`src/cluster_periph_pkg.sv`:
```
// Shared constants and types for the cluster peripheral slice.
// Covers bus widths, the slot and register maps and the event source encoding.
// Modules take it by a wildcard import in the body.

package cluster_periph_pkg;

  // Peripheral bus widths
  localparam int unsigned ADDR_W = 32;
  localparam int unsigned DATA_W = 32;
  localparam int unsigned ID_W   = 4;

  //**********************************************************
  // Address map
  //**********************************************************

  // Slot field sits at add[SLOT_LSB+1:SLOT_LSB]
  localparam int unsigned SLOT_LSB = 10;

  typedef enum logic [1:0] {
    SLOT_TIMER  = 2'd0,
    SLOT_EU     = 2'd1,
    SLOT_ICACHE = 2'd2,
    SLOT_NONE   = 2'd3
  } periph_slot_e;

  // Word offset inside a slot
  localparam int unsigned REG_LSB = 2;

  localparam logic [1:0] TMR_COUNT = 2'd0;
  localparam logic [1:0] TMR_CMP   = 2'd1;
  localparam logic [1:0] TMR_CTRL  = 2'd2;

  localparam logic [1:0] EU_MASK   = 2'd0;
  localparam logic [1:0] EU_STATUS = 2'd1;

  localparam logic [DATA_W-1:0] UNMAPPED_RDATA = 32'hDEADB33F;

  //**********************************************************
  // Events
  //**********************************************************

  // Lower value wins arbitration
  typedef enum logic [1:0] {
    EVT_MBOX  = 2'd0,
    EVT_TIMER = 2'd1,
    EVT_DMA   = 2'd2,
    EVT_SOC   = 2'd3
  } evt_src_e;

  localparam int unsigned NB_EVT   = 4;
  localparam int unsigned IRQ_BASE = 16;

endpackage

```
`src/periph_bus_if.sv`:
```
// Request/response link between the bus decoder and one target.
// The decoder takes the master modport, the target the slave modport.
`timescale 1ns/1ps

interface periph_bus_if;
  import cluster_periph_pkg::*;

  // Request side, one-cycle strobe, wen high means read
  logic              req;
  logic [ADDR_W-1:0] add;
  logic              wen;
  logic [DATA_W-1:0] wdata;
  logic [ID_W-1:0]   id;

  // Response one cycle after req
  logic              r_valid;
  logic [DATA_W-1:0] r_rdata;
  logic [ID_W-1:0]   r_id;

  modport master (
    output req, add, wen, wdata, id,
    input  r_valid, r_rdata, r_id
  );

  modport slave (
    input  req, add, wen, wdata, id,
    output r_valid, r_rdata, r_id
  );

endinterface

```
`src/periph_bus_decoder.sv`:
```
// Routes core peripheral bus requests to the timer and event unit slots.
// The stub icache slot and the unmapped slot are answered here.
// Responses from all sides are merged onto the top-level response port.
`timescale 1ns/1ps

module periph_bus_decoder (
  input  logic                                clk_i,
  input  logic                                rst_n_i,
  input  logic                                req_i,
  input  logic [cluster_periph_pkg::ADDR_W-1:0] add_i,
  input  logic                                wen_i,
  input  logic [cluster_periph_pkg::DATA_W-1:0] wdata_i,
  input  logic [cluster_periph_pkg::ID_W-1:0]   id_i,
  output logic                                gnt_o,
  output logic                                r_valid_o,
  output logic [cluster_periph_pkg::DATA_W-1:0] r_rdata_o,
  output logic [cluster_periph_pkg::ID_W-1:0]   r_id_o,
  periph_bus_if.master                        tmr_bus,
  periph_bus_if.master                        eu_bus
);
  import cluster_periph_pkg::*;

  periph_slot_e      slot;
  logic              stub_sel;
  logic              stub_valid_q;
  logic [ID_W-1:0]   stub_id_q;
  logic [DATA_W-1:0] stub_rdata_q;

  assign slot     = periph_slot_e'(add_i[SLOT_LSB +: 2]);
  assign stub_sel = (slot == SLOT_ICACHE) || (slot == SLOT_NONE);

  // No back-pressure on this bus
  assign gnt_o = 1'b1;

  //**********************************************************
  // Request fan-out
  //**********************************************************
  assign tmr_bus.req   = req_i && (slot == SLOT_TIMER);
  assign tmr_bus.add   = add_i;
  assign tmr_bus.wen   = wen_i;
  assign tmr_bus.wdata = wdata_i;
  assign tmr_bus.id    = id_i;

  assign eu_bus.req    = req_i && (slot == SLOT_EU);
  assign eu_bus.add    = add_i;
  assign eu_bus.wen    = wen_i;
  assign eu_bus.wdata  = wdata_i;
  assign eu_bus.id     = id_i;

  //**********************************************************
  // Stub and unmapped responder
  //**********************************************************
  always_ff @(posedge clk_i) begin
    if (!rst_n_i) begin
      stub_valid_q <= 1'b0;
    end else begin
      stub_valid_q <= req_i && stub_sel;
    end
  end

  // Writes are dropped and answered with zero
  always_ff @(posedge clk_i) begin
    stub_id_q    <= id_i;
    stub_rdata_q <= (slot == SLOT_NONE && wen_i) ? UNMAPPED_RDATA : '0;
  end

  // Response return mux
  always_comb begin
    r_valid_o = tmr_bus.r_valid | eu_bus.r_valid | stub_valid_q;
    if (tmr_bus.r_valid) begin
      r_rdata_o = tmr_bus.r_rdata;
      r_id_o    = tmr_bus.r_id;
    end else if (eu_bus.r_valid) begin
      r_rdata_o = eu_bus.r_rdata;
      r_id_o    = eu_bus.r_id;
    end else begin
      r_rdata_o = stub_rdata_q;
      r_id_o    = stub_id_q;
    end
  end

  // Targets never answer in the same cycle
  assert property (@(posedge clk_i) disable iff (!rst_n_i)
    $onehot0({tmr_bus.r_valid, eu_bus.r_valid, stub_valid_q}));

endmodule

```
`src/periph_timer.sv`:
```
// Free-running compare timer on the peripheral bus.
// Counts on clk_i while CTRL bit 0 is set and emits a one-cycle event
// when the count reaches the compare value, then wraps to zero.
`timescale 1ns/1ps

module periph_timer (
  input  logic        clk_i,
  input  logic        rst_n_i,
  periph_bus_if.slave bus,
  output logic        tmr_evt_o
);
  import cluster_periph_pkg::*;

  logic [DATA_W-1:0] count_q;
  logic [DATA_W-1:0] cmp_q;
  logic              en_q;
  logic              evt_q;
  logic              match;
  logic              wr_en;
  logic [1:0]        reg_sel;
  logic [DATA_W-1:0] rd_word;
  logic              r_valid_q;
  logic [ID_W-1:0]   r_id_q;
  logic [DATA_W-1:0] r_rdata_q;

  assign reg_sel = bus.add[REG_LSB +: 2];
  assign wr_en   = bus.req && !bus.wen;
  assign match   = en_q && (count_q == cmp_q);

  // Register read mux
  always_comb begin
    case (reg_sel)
      TMR_COUNT: rd_word = count_q;
      TMR_CMP:   rd_word = cmp_q;
      TMR_CTRL:  rd_word = {{(DATA_W-1){1'b0}}, en_q};
      default:   rd_word = '0;
    endcase
  end

  // Counter and config registers, a bus write to COUNT wins
  always_ff @(posedge clk_i) begin
    if (!rst_n_i) begin
      count_q <= '0;
      cmp_q   <= '0;
      en_q    <= 1'b0;
      evt_q   <= 1'b0;
    end else begin
      evt_q <= match;
      if (wr_en && reg_sel == TMR_COUNT) begin
        count_q <= bus.wdata;
      end else if (match) begin
        count_q <= '0;
      end else if (en_q) begin
        count_q <= count_q + 1'b1;
      end
      if (wr_en && reg_sel == TMR_CMP) begin
        cmp_q <= bus.wdata;
      end
      if (wr_en && reg_sel == TMR_CTRL) begin
        en_q <= bus.wdata[0];
      end
    end
  end

  // Response one cycle after the request
  always_ff @(posedge clk_i) begin
    if (!rst_n_i) begin
      r_valid_q <= 1'b0;
    end else begin
      r_valid_q <= bus.req;
    end
  end

  always_ff @(posedge clk_i) begin
    r_id_q    <= bus.id;
    r_rdata_q <= bus.wen ? rd_word : '0;
  end

  assign bus.r_valid = r_valid_q;
  assign bus.r_id    = r_id_q;
  assign bus.r_rdata = r_rdata_q;
  assign tmr_evt_o   = evt_q;

endmodule

```
`src/event_collector.sv`:
```
// Collects event strobes from all sources into pending bits.
// Pushes the highest priority pending source into the event FIFO,
// one per cycle, and holds everything while the FIFO is full.
`timescale 1ns/1ps

module event_collector (
  input  logic                          clk_i,
  input  logic                          rst_n_i,
  input  logic                          mbox_irq_i,
  input  logic                          tmr_evt_i,
  input  logic                          dma_event_i,
  input  logic                          soc_evt_i,
  input  logic                          full_i,
  output logic                          push_o,
  output cluster_periph_pkg::evt_src_e  push_src_o
);
  import cluster_periph_pkg::*;

  logic [NB_EVT-1:0] evt_in;
  logic [NB_EVT-1:0] pending_q;
  logic [NB_EVT-1:0] clr_mask;

  assign evt_in[EVT_MBOX]  = mbox_irq_i;
  assign evt_in[EVT_TIMER] = tmr_evt_i;
  assign evt_in[EVT_DMA]   = dma_event_i;
  assign evt_in[EVT_SOC]   = soc_evt_i;

  assign push_o = (|pending_q) && !full_i;

  // Lowest index pending source wins
  always_comb begin
    push_src_o = EVT_MBOX;
    for (int i = NB_EVT - 1; i >= 0; i--) begin
      if (pending_q[i]) begin
        push_src_o = evt_src_e'(i[1:0]);
      end
    end
  end

  always_comb begin
    clr_mask = '0;
    if (push_o) begin
      clr_mask[push_src_o] = 1'b1;
    end
  end

  // A new strobe on the bit being pushed sets it again
  always_ff @(posedge clk_i) begin
    if (!rst_n_i) begin
      pending_q <= '0;
    end else begin
      pending_q <= (pending_q & ~clr_mask) | evt_in;
    end
  end

  // Nothing leaves the pending set while the FIFO is full
  assert property (@(posedge clk_i) disable iff (!rst_n_i)
    full_i |=> ($past(pending_q) & ~pending_q) == '0);

endmodule

```
`src/event_fifo.sv`:
```
// Circular buffer of event sources between the collector and dispatcher.
// The head entry is visible on pop_src_o before it is popped.
// FIFO_DEPTH must be a power of two, 2 or more.
`timescale 1ns/1ps

module event_fifo #(
  parameter int unsigned FIFO_DEPTH = 4
) (
  input  logic                          clk_i,
  input  logic                          rst_n_i,
  input  logic                          push_i,
  input  cluster_periph_pkg::evt_src_e  push_src_i,
  input  logic                          pop_i,
  output cluster_periph_pkg::evt_src_e  pop_src_o,
  output logic                          full_o,
  output logic                          empty_o
);
  import cluster_periph_pkg::*;

  localparam int unsigned PTR_W = $clog2(FIFO_DEPTH);

  evt_src_e         mem [FIFO_DEPTH];
  logic [PTR_W-1:0] wr_ptr_q;
  logic [PTR_W-1:0] rd_ptr_q;
  logic [PTR_W:0]   count_q;

  assign full_o    = (count_q == (PTR_W+1)'(FIFO_DEPTH));
  assign empty_o   = (count_q == '0);
  assign pop_src_o = mem[rd_ptr_q];

  // Storage
  always_ff @(posedge clk_i) begin
    if (push_i) begin
      mem[wr_ptr_q] <= push_src_i;
    end
  end

  // Pointers wrap on their own width
  always_ff @(posedge clk_i) begin
    if (!rst_n_i) begin
      wr_ptr_q <= '0;
      rd_ptr_q <= '0;
      count_q  <= '0;
    end else begin
      if (push_i) begin
        wr_ptr_q <= wr_ptr_q + 1'b1;
      end
      if (pop_i) begin
        rd_ptr_q <= rd_ptr_q + 1'b1;
      end
      if (push_i && !pop_i) begin
        count_q <= count_q + 1'b1;
      end else if (pop_i && !push_i) begin
        count_q <= count_q - 1'b1;
      end
    end
  end

  assert property (@(posedge clk_i) disable iff (!rst_n_i) push_i |-> !full_o);
  assert property (@(posedge clk_i) disable iff (!rst_n_i) pop_i |-> !empty_o);

endmodule

```
`src/irq_dispatcher.sv`:
```
// Pops buffered events and raises the core interrupt.
// Masked sources are dropped; a raised request holds its ID until acknowledge.
// Holds the event unit MASK and STATUS registers on the peripheral bus.
`timescale 1ns/1ps

module irq_dispatcher (
  input  logic                          clk_i,
  input  logic                          rst_n_i,
  input  logic                          empty_i,
  input  cluster_periph_pkg::evt_src_e  pop_src_i,
  input  logic                          irq_ack_i,
  periph_bus_if.slave                   bus,
  output logic                          pop_o,
  output logic                          irq_req_o,
  output logic [4:0]                    irq_id_o
);
  import cluster_periph_pkg::*;

  logic [NB_EVT-1:0] mask_q;
  logic              irq_req_q;
  evt_src_e          irq_src_q;
  logic [1:0]        reg_sel;
  logic [DATA_W-1:0] rd_word;
  logic              r_valid_q;
  logic [ID_W-1:0]   r_id_q;
  logic [DATA_W-1:0] r_rdata_q;

  assign reg_sel = bus.add[REG_LSB +: 2];

  // Idle, or freed by the ack in this cycle
  assign pop_o = !empty_i && (!irq_req_q || irq_ack_i);

  always_comb begin
    case (reg_sel)
      EU_MASK:   rd_word = {{(DATA_W-NB_EVT){1'b0}}, mask_q};
      EU_STATUS: rd_word = {{(DATA_W-5){1'b0}}, irq_req_q, 2'b00, irq_src_q};
      default:   rd_word = '0;
    endcase
  end

  always_ff @(posedge clk_i) begin
    if (!rst_n_i) begin
      mask_q    <= '0;
      irq_req_q <= 1'b0;
      irq_src_q <= EVT_MBOX;
    end else begin
      if (bus.req && !bus.wen && reg_sel == EU_MASK) begin
        mask_q <= bus.wdata[NB_EVT-1:0];
      end
      if (irq_ack_i) begin
        irq_req_q <= 1'b0;
      end
      // Masked entries are popped and discarded
      if (pop_o && mask_q[pop_src_i]) begin
        irq_req_q <= 1'b1;
        irq_src_q <= pop_src_i;
      end
    end
  end

  // Bus response
  always_ff @(posedge clk_i) begin
    if (!rst_n_i) begin
      r_valid_q <= 1'b0;
    end else begin
      r_valid_q <= bus.req;
    end
  end

  always_ff @(posedge clk_i) begin
    r_id_q    <= bus.id;
    r_rdata_q <= bus.wen ? rd_word : '0;
  end

  assign bus.r_valid = r_valid_q;
  assign bus.r_id    = r_id_q;
  assign bus.r_rdata = r_rdata_q;
  assign irq_req_o   = irq_req_q;
  assign irq_id_o    = 5'(IRQ_BASE) + 5'(irq_src_q);

  // Request and ID hold until the core acknowledges
  assert property (@(posedge clk_i) disable iff (!rst_n_i)
    irq_req_o && !irq_ack_i |=> irq_req_o && $stable(irq_id_o));

endmodule

```
`src/cluster_periph_top.sv`:
```
// Single-core cluster peripheral slice.
// Peripheral bus in, timer and event unit behind a slot decoder,
// and one interrupt request with ID and acknowledge toward the core.
`timescale 1ns/1ps

module cluster_periph_top #(
  parameter int unsigned FIFO_DEPTH = 4
) (
  input  logic                                clk_i,
  input  logic                                rst_n_i,
  input  logic                                req_i,
  input  logic [cluster_periph_pkg::ADDR_W-1:0] add_i,
  input  logic                                wen_i,
  input  logic [cluster_periph_pkg::DATA_W-1:0] wdata_i,
  input  logic [cluster_periph_pkg::ID_W-1:0]   id_i,
  output logic                                gnt_o,
  output logic                                r_valid_o,
  output logic [cluster_periph_pkg::DATA_W-1:0] r_rdata_o,
  output logic [cluster_periph_pkg::ID_W-1:0]   r_id_o,
  input  logic                                mbox_irq_i,
  input  logic                                dma_event_i,
  input  logic                                soc_evt_i,
  input  logic                                irq_ack_i,
  output logic                                irq_req_o,
  output logic [4:0]                          irq_id_o
);
  import cluster_periph_pkg::*;

  logic     tmr_evt;
  logic     push;
  evt_src_e push_src;
  logic     pop;
  evt_src_e pop_src;
  logic     fifo_full;
  logic     fifo_empty;

  periph_bus_if tmr_bus ();
  periph_bus_if eu_bus ();

  //**********************************************************
  // Bus side
  //**********************************************************
  periph_bus_decoder periph_bus_decoder_i (
    .clk_i     ( clk_i     ),
    .rst_n_i   ( rst_n_i   ),
    .req_i     ( req_i     ),
    .add_i     ( add_i     ),
    .wen_i     ( wen_i     ),
    .wdata_i   ( wdata_i   ),
    .id_i      ( id_i      ),
    .gnt_o     ( gnt_o     ),
    .r_valid_o ( r_valid_o ),
    .r_rdata_o ( r_rdata_o ),
    .r_id_o    ( r_id_o    ),
    .tmr_bus   ( tmr_bus   ),
    .eu_bus    ( eu_bus    )
  );

  periph_timer periph_timer_i (
    .clk_i     ( clk_i   ),
    .rst_n_i   ( rst_n_i ),
    .bus       ( tmr_bus ),
    .tmr_evt_o ( tmr_evt )
  );

  //**********************************************************
  // Event path
  //**********************************************************
  event_collector event_collector_i (
    .clk_i       ( clk_i       ),
    .rst_n_i     ( rst_n_i     ),
    .mbox_irq_i  ( mbox_irq_i  ),
    .tmr_evt_i   ( tmr_evt     ),
    .dma_event_i ( dma_event_i ),
    .soc_evt_i   ( soc_evt_i   ),
    .full_i      ( fifo_full   ),
    .push_o      ( push        ),
    .push_src_o  ( push_src    )
  );

  event_fifo #(
    .FIFO_DEPTH ( FIFO_DEPTH )
  ) event_fifo_i (
    .clk_i      ( clk_i      ),
    .rst_n_i    ( rst_n_i    ),
    .push_i     ( push       ),
    .push_src_i ( push_src   ),
    .pop_i      ( pop        ),
    .pop_src_o  ( pop_src    ),
    .full_o     ( fifo_full  ),
    .empty_o    ( fifo_empty )
  );

  irq_dispatcher irq_dispatcher_i (
    .clk_i     ( clk_i      ),
    .rst_n_i   ( rst_n_i    ),
    .empty_i   ( fifo_empty ),
    .pop_src_i ( pop_src    ),
    .irq_ack_i ( irq_ack_i  ),
    .bus       ( eu_bus     ),
    .pop_o     ( pop        ),
    .irq_req_o ( irq_req_o  ),
    .irq_id_o  ( irq_id_o   )
  );

endmodule

```
`config.mk`:
```
export PLATFORM = sky130hd
export DESIGN_NAME = cluster_periph_top
export DESIGN_NICKNAME = d
export VERILOG_FILES = /design/src/cluster_periph_pkg.sv /design/src/periph_bus_if.sv /design/src/periph_bus_decoder.sv /design/src/periph_timer.sv /design/src/event_collector.sv /design/src/event_fifo.sv /design/src/irq_dispatcher.sv /design/src/cluster_periph_top.sv
export SDC_FILE = /design/constraint.sdc
export NUM_CORES = 1
export LEC_CHECK = 0
export BUFFER_PORTS_ARGS = -buffer_cell sky130_fd_sc_hd__buf_2
export CORE_AREA = 2 2 111 124
export CTS_CLUSTER_DIAMETER = 50
export DETAILED_ROUTE_END_ITERATION = 10
export DIE_AREA = 0 0 113 126
export PLACE_DENSITY_LB_ADDON = 0.25
export SKIP_CTS_REPAIR_TIMING = 1
export SYNTH_ARGS = -nofsm -noshare
export SYNTH_HDL_FRONTEND = slang
export SYNTH_SLANG_ARGS = --single-unit
```
`constraint.sdc`:
```
create_clock -name clk_i -period 2.5 [get_ports clk_i]
set_input_delay 0.125 -clock clk_i [delete_from_list [all_inputs] [get_ports clk_i]]
set_output_delay 0.125 -clock clk_i [all_outputs]
set_load 0.01 [all_outputs]
```
# Word level (Yosys, flattened, before mapping)
# Memory sizes are Yosys's and may differ from the RTL's. A register that Yosys moved wholly into a read port is not among the register bits.
# Cells that the tools add are included.
# classes
addsub	6
order_cmp	3
eq_ne	7
mux	25
bitwise	5
reduce_logical	32
# ops
cell	count
$mux 32	6
$pmux 32 s3	1
$add 32x1->32 const B	1
$eq 32x32->1	1
$logic_and 1x1->1	17
$mux 2	6
$pmux 5 s2	1
$eq 2x2->1 const B	3
$logic_not 1->1	6
$lt 2x3->1 const B	2
$mux 1	6
$mux 3	2
$add 5x2->5 const A	1
$add 2x1->2 const B	2
$and 4x4->4	1
$eq 2x1->1 const B	2
$logic_not 2->1	2
$mux 4	1
$not 4->4	1
$or 4x4->4	1
$reduce_bool 2->1	2
$reduce_or 4->1	1
$add 3x1->3 const B	1
$eq 3x3->1 const B	1
8 further kinds	10
# totals
register_bits	187
mem_bits_rw	8
in_bits	76
elab_cells	97
memories	1
# memory_table
memory	words	word_bits	rd	rd_ports_with_merged_regs	write_ports	line_no	source
event_fifo_i.mem	4	2	1	1	1	event_fifo.sv:22	evt_src_e mem [FIFO_DEPTH];

# Longest topological paths before layout
# logic_depth
ltp_word	12
depth_mapped	9
ltp_nobuf	9

# By module
# From an unflattened synthesis, not the netlist that was laid out.
# unflattened
cells_unflattened	1003
hier_area_um2	8585.7
# by_module_without_submodules
module	n_inst	cells_per_inst	area_each_um2
periph_timer	1	590	4923.5
periph_bus_decoder	1	253	1905.6
irq_dispatcher	1	85	855.8
event_fifo	1	53	730.7
event_collector	1	22	170.2

# Worst setup path after synthesis
# OpenSTA, ideal clock, no wires.
# synth_timing
kind	flip-flop to flip-flop
from	register event_fifo_i.count_q[0]
to	register event_fifo_i.count_q[2]
setup_time_ps	76
t_arrival_ps	2064
required_ps	2424
slack_ps	360
path_stages_with_launch	9
n_path_buf	0
period_less_slack_ps	2140
cell_sequence	dfxtp_1 > nor3b_1 > a21oi_1 > ha_1 > inv_1 > fa_1 > xor2_1 > or3_1 > a21boi_0
# synth_via
elab_chain_len	6
word_cells_on_any_way	15
classes_between	2 x add/sub; 1 x eq/ne; 2 x mux; 10 x reduce/logical
# synth_lines
item	line_no	source
start: declaration	event_fifo.sv:25	logic [PTR_W:0] count_q;
start signal: assignment	event_fifo.sv:52	count_q <= count_q + 1'b1;
start signal: assignment	event_fifo.sv:54	count_q <= count_q - 1'b1;
$eq 3x3->1 *	event_fifo.sv:27	assign full_o = (count_q == (PTR_W+1)'(FIFO_DEPTH));
$logic_not 1->1 *	event_collector.sv:28	assign push_o = (|pending_q) && !full_i;
$logic_and 1x1->1 *	event_collector.sv:28	
named net event_collector_i.push_o	event_collector.sv:14	output logic push_o,
$logic_not 1->1	event_fifo.sv:53	end else if (pop_i && !push_i) begin
$logic_and 1x1->1	event_fifo.sv:53	
$reduce_bool 2->1 (no line)	-	
# The timed path passes the listed nets; every way through them passes the cells marked *. The select of a mux whose other input is x is not followed.
# A chain may end at the register's enable or synchronous reset.

# Worst setup path after layout
# layout_timing
from	register event_fifo_i.count_q[0]
to	register event_fifo_i.count_q[2]
# layout_via
elab_chain_len	6
word_cells_on_any_way	15
classes_between	2 x add/sub; 1 x eq/ne; 2 x mux; 10 x reduce/logical
# layout_lines
item
branches (longest 6 deep; another with $sub 3x1->3)
# Parallel ways; which one is timed is not known. The select of a mux whose other input is x is not followed.

==> results.md <==
- Result of the run: finished with violations
- Violated checks: DRC
- Start point of the critical path: event_fifo_i.count_q[0]$_SDFFE_PN0P_
- Post-detail-place hpwl: 12.0 mm
- Setup Crit Path Kind: reg2reg
- Sink count of the clock tree: 139
- Clock root buffer: clkbuf_16
- Max frequency: 437 MHz
- Crit path launch type: flop
- Initial detailed-routing violation count: 464
- Synth warn: 0
- Largest driver fanout on the critical path: 4
- EDFF count, synth: 8
- GP Congestion: 0.856
- Static power due to leakage: 3.92 nW
- Setup repair after global routing missed its margin: false
- Fill cell count: 1074
- R2r worst-path depth: 9
- Number of nets with antenna violations after routing: 0
- DRC violation count after routing: 8
- Initial core utilization: 54.1%
- Routed via count: 6081
- Pin count of the biggest net entering global routing: 92
- Pins Over Slew Limit: 0
- Synthesized cell area: 7030 µm²
- Critical path capture point type: flop
- Detailed route wirelength on metal3: 902 µm
- CP Capture Point: event_fifo_i.count_q[2]$_SDFFE_PN0P_
- Count of distinct cell types in the synthesized netlist: 54
- Number of placement rows: 44
- Area enclosed by the die boundary: 14200 µm²
- I/O pin count: 120
- Routed metal-1 wire length: 7.50 mm
- Clock latency reported for the late side of the worst-skew pair: 430 ps
- Most used flip-flop cell after synthesis: dfxtp_1
- Sequential fraction of the synthesis area: 40.7%
- Routed wire length per instance: 17.2 µm
- Number of nets in the layout: 975
- Max cap viols: 0
- Clock transition at the registers of the reported paths: 60 ps
- Ratio of cells with drive above 1 in the final layout: 16.9%
- Endpoint of the lowest-slack register-to-register path: event_fifo_i.count_q[2]$_SDFFE_PN0P_
- Summed negative setup slack over all endpoints: 0 ps
- Min Clock Period, post-route: 2290 ps
- Wire length of the first global-routing pass: 29.0 mm
- Synthesis-stage register bit count: 139
- CTS Buf Count: 17
- Data arrival time of the worst path: 2640 ps
- Via count of the first global-routing pass: 5888
- Core Region: 13000 µm²
- Deepest level of the CTS H-tree: 4
- Total gr overflow: 0
- Slew of the pin with the lowest slew margin: 818 ps
- Maximum clock insertion buffer count: 2
- Relative slew margins: 45.5%
- Post-synthesis area per instance: 8.91 µm²
- Overall die width: 113 µm
- Detailed-route wire length: 18.4 mm
- Total of buffers placed on input and output ports: 87
- Area delta synth->final: 21.9%
- Hold crit path type: in2reg
- R2r startpoint: event_fifo_i.count_q[0]$_SDFFE_PN0P_
- Data required, critical path: 2850 ps
- Number of standard cells after synthesis: 789
- Overall power of the completed layout: 5.58 mW
- Top Layer Used: met4
- Initial antenna violation count: 0
- Final setup vio count: 0
- All-layer global routing usage: 25.8%
- Register-to-register path setup slack: 210 ps
- Number of vias per cell: 5.70
- Diodes inserted: 0
- Clock tree from TritonCTS: yes
- Power per cell area: 652 nW/µm²
- DIE HEIGHT: 126 µm
- Number of hold violations in the final report: 0
- Total length of routed met2 wires: 9.29 mm
- Share of the clock period used by the worst path after layout: 91.6%
- Share of flip-flops with an asynchronous set or reset after synthesis: 0%
- Maximum ir drop on the vdd rail: 0.000510 V
- Drt pass-1 iters: 10
- Clock Skews: 6.41 ps
-- worst max-delay path: stages (launching register included) --
cell	delay [ps]
dfxtp_1	360
nor3_1	340
nor2_1	150
inv_1	90
ha_1	190
inv_1	60
fa_1	380
xor2_1	160
or3_1	310
a21boi_0	170
-- metrics by stage --
| stage | setup WS (ps) | cell area [µm²] | hold WS, ps | utilization, % | std cells |
|---|---|---|---|---|---|
| 2_1_floorplan | 360 | 7040 | 153 | - | 791 |
| 4_1_cts | 24.6 | 8130 | -218 | 62.6 | 1023 |
| 6_report | 210 | 8570 | 24.6 | 65.9 | 1066 |
| 5_1_grt | 82.1 | 8570 | 24.5 | 65.9 | 1066 |
| 3_3_place_gp | 204 | 7560 | 227 | 58.2 | 991 |
| 3_5_place_dp | 48.6 | 7560 | 232 | 58.2 | 991 |
-- sequential cells by signal, summed over array words and instances, names as in the netlist, 2 cells and up, named ones only --
register                      count
event_collector_i.pending_q       4
irq_dispatcher_i.mask_q           4
irq_dispatcher_i.irq_src_q        2
periph_timer_i.cmp_q             32
event_fifo_i.mem                  8
periph_timer_i.count_q           32
irq_dispatcher_i.bus.r_id         4
irq_dispatcher_i.bus.r_rdata      5
event_fifo_i.wr_ptr_q             2
event_fifo_i.rd_ptr_q             2
event_fifo_i.count_q              3
periph_timer_i.bus.r_rdata       32
-- worst min-delay path by stage --
stage / from / endpoint / slack, ps / depth (start not counted)
finish: wen_i / periph_timer_i.bus.r_rdata[0]$_SDFF_PN0_ / 20 / 2
global route: wen_i / periph_timer_i.bus.r_rdata[0]$_SDFF_PN0_ / 20 / 2
CTS: id_i[0] / irq_dispatcher_i.bus.r_id[0]$_DFF_P_ / -220 / 1
detailed placement: id_i[2] / irq_dispatcher_i.bus.r_id[2]$_DFF_P_ / 230 / 1
global placement: id_i[1] / irq_dispatcher_i.bus.r_id[1]$_DFF_P_ / 230 / 1
floorplan: id_i[0] / irq_dispatcher_i.bus.r_id[0]$_DFF_P_ / 150 / 0
-- cells in the mapped netlist, drive strengths merged (3+ instances only) --
master / n / area [µm²]
nor4b: 4 / 41.3
a21boi: 34 / 255
nand4: 18 / 125
xor2: 49 / 448
nor2b: 15 / 93.8
buf: 16 / 93.8
and2: 21 / 131
ha: 6 / 75.1
nand2: 87 / 327
clkbuf: 54 / 203
mux2i: 43 / 430
or3: 3 / 18.8
nor3: 6 / 35.0
xnor2: 17 / 149
and3b: 32 / 282
dfxtp: 131 / 2620
o21ai: 41 / 205
edfxtp: 8 / 240
and3: 39 / 244
nand3: 19 / 95.1
a21oi: 9 / 45.0
o31ai: 30 / 225
inv: 6 / 22.5
nor4: 10 / 83.8
nor2: 48 / 180
o21a: 5 / 37.5
a21o: 17 / 128
-- area by class of cell --
class | count | area (µm²) | share of cell area, %
flip-flops and latches | 139 | 2860 | 33.4
repair buffers | 152 | 1030 | 12.0
multi-input cells | 576 | 3870 | 45.2
clock inverters | 13 | 141 | 1.65
inverters | 6 | 22.5 | 0.263
well taps | 161 | 201 | 2.35
clock buffers | 19 | 433 | 5.05
-- placed cells by master (no fill, tap or decap), drive strengths merged, types with 6 or more instances in the layout --
cell type    netlist  final
a21boi            34     34
a21o              17     17
a21oi              9      9
and2              21     21
and3              39     39
and3b             32     32
buf               16    109
clkbuf            54     19
clkinv             0      6
dfxtp            131    131
dlygate4sd3        0     43
edfxtp             8      8
ha                 6      6
inv                6      9
mux2i             43     43
nand2             87     87
nand3             19     19
nand4             18     18
nor2              48     48
nor2b             15     15
nor3               6      6
nor4              10     10
o21ai             41     41
o31ai             30     30
xnor2             17     17
xor2              49     49
-- power breakdown --
group          switching, mW  internal [mW]  leakage, nW
Combinational          0.364          0.353         2.50
Clock                  0.982           1.47        0.276
Sequential            0.0755           2.34         1.14
Total                   1.42           4.16         3.92
-- metal layers --
layer | up-vias | track usage [%]
li1 | 2945 | -
met1 | 2896 | 29.7
met5 | - | 0
met3 | 50 | 6.79
met2 | 190 | 45.0
met4 | 0 | 10.8
-- kinds of logic (layout without fill, tap and decap cells) --
logic type | after synthesis | in the layout | synth area share (%)
adders and majority gates | 7 | 7 | 1.35
other | 2 | 4 | 0.107
buffers and inverters | 76 | 190 | 4.54
and+or+nand+nor | 313 | 313 | 24.8
DFF | 139 | 139 | 40.7
AOI/OAI and AO/OA | 141 | 141 | 13.2
xor gates and xnor gates | 66 | 66 | 8.49
muxes | 45 | 45 | 6.77
Note: power is estimated with default switching activity, not from simulation.
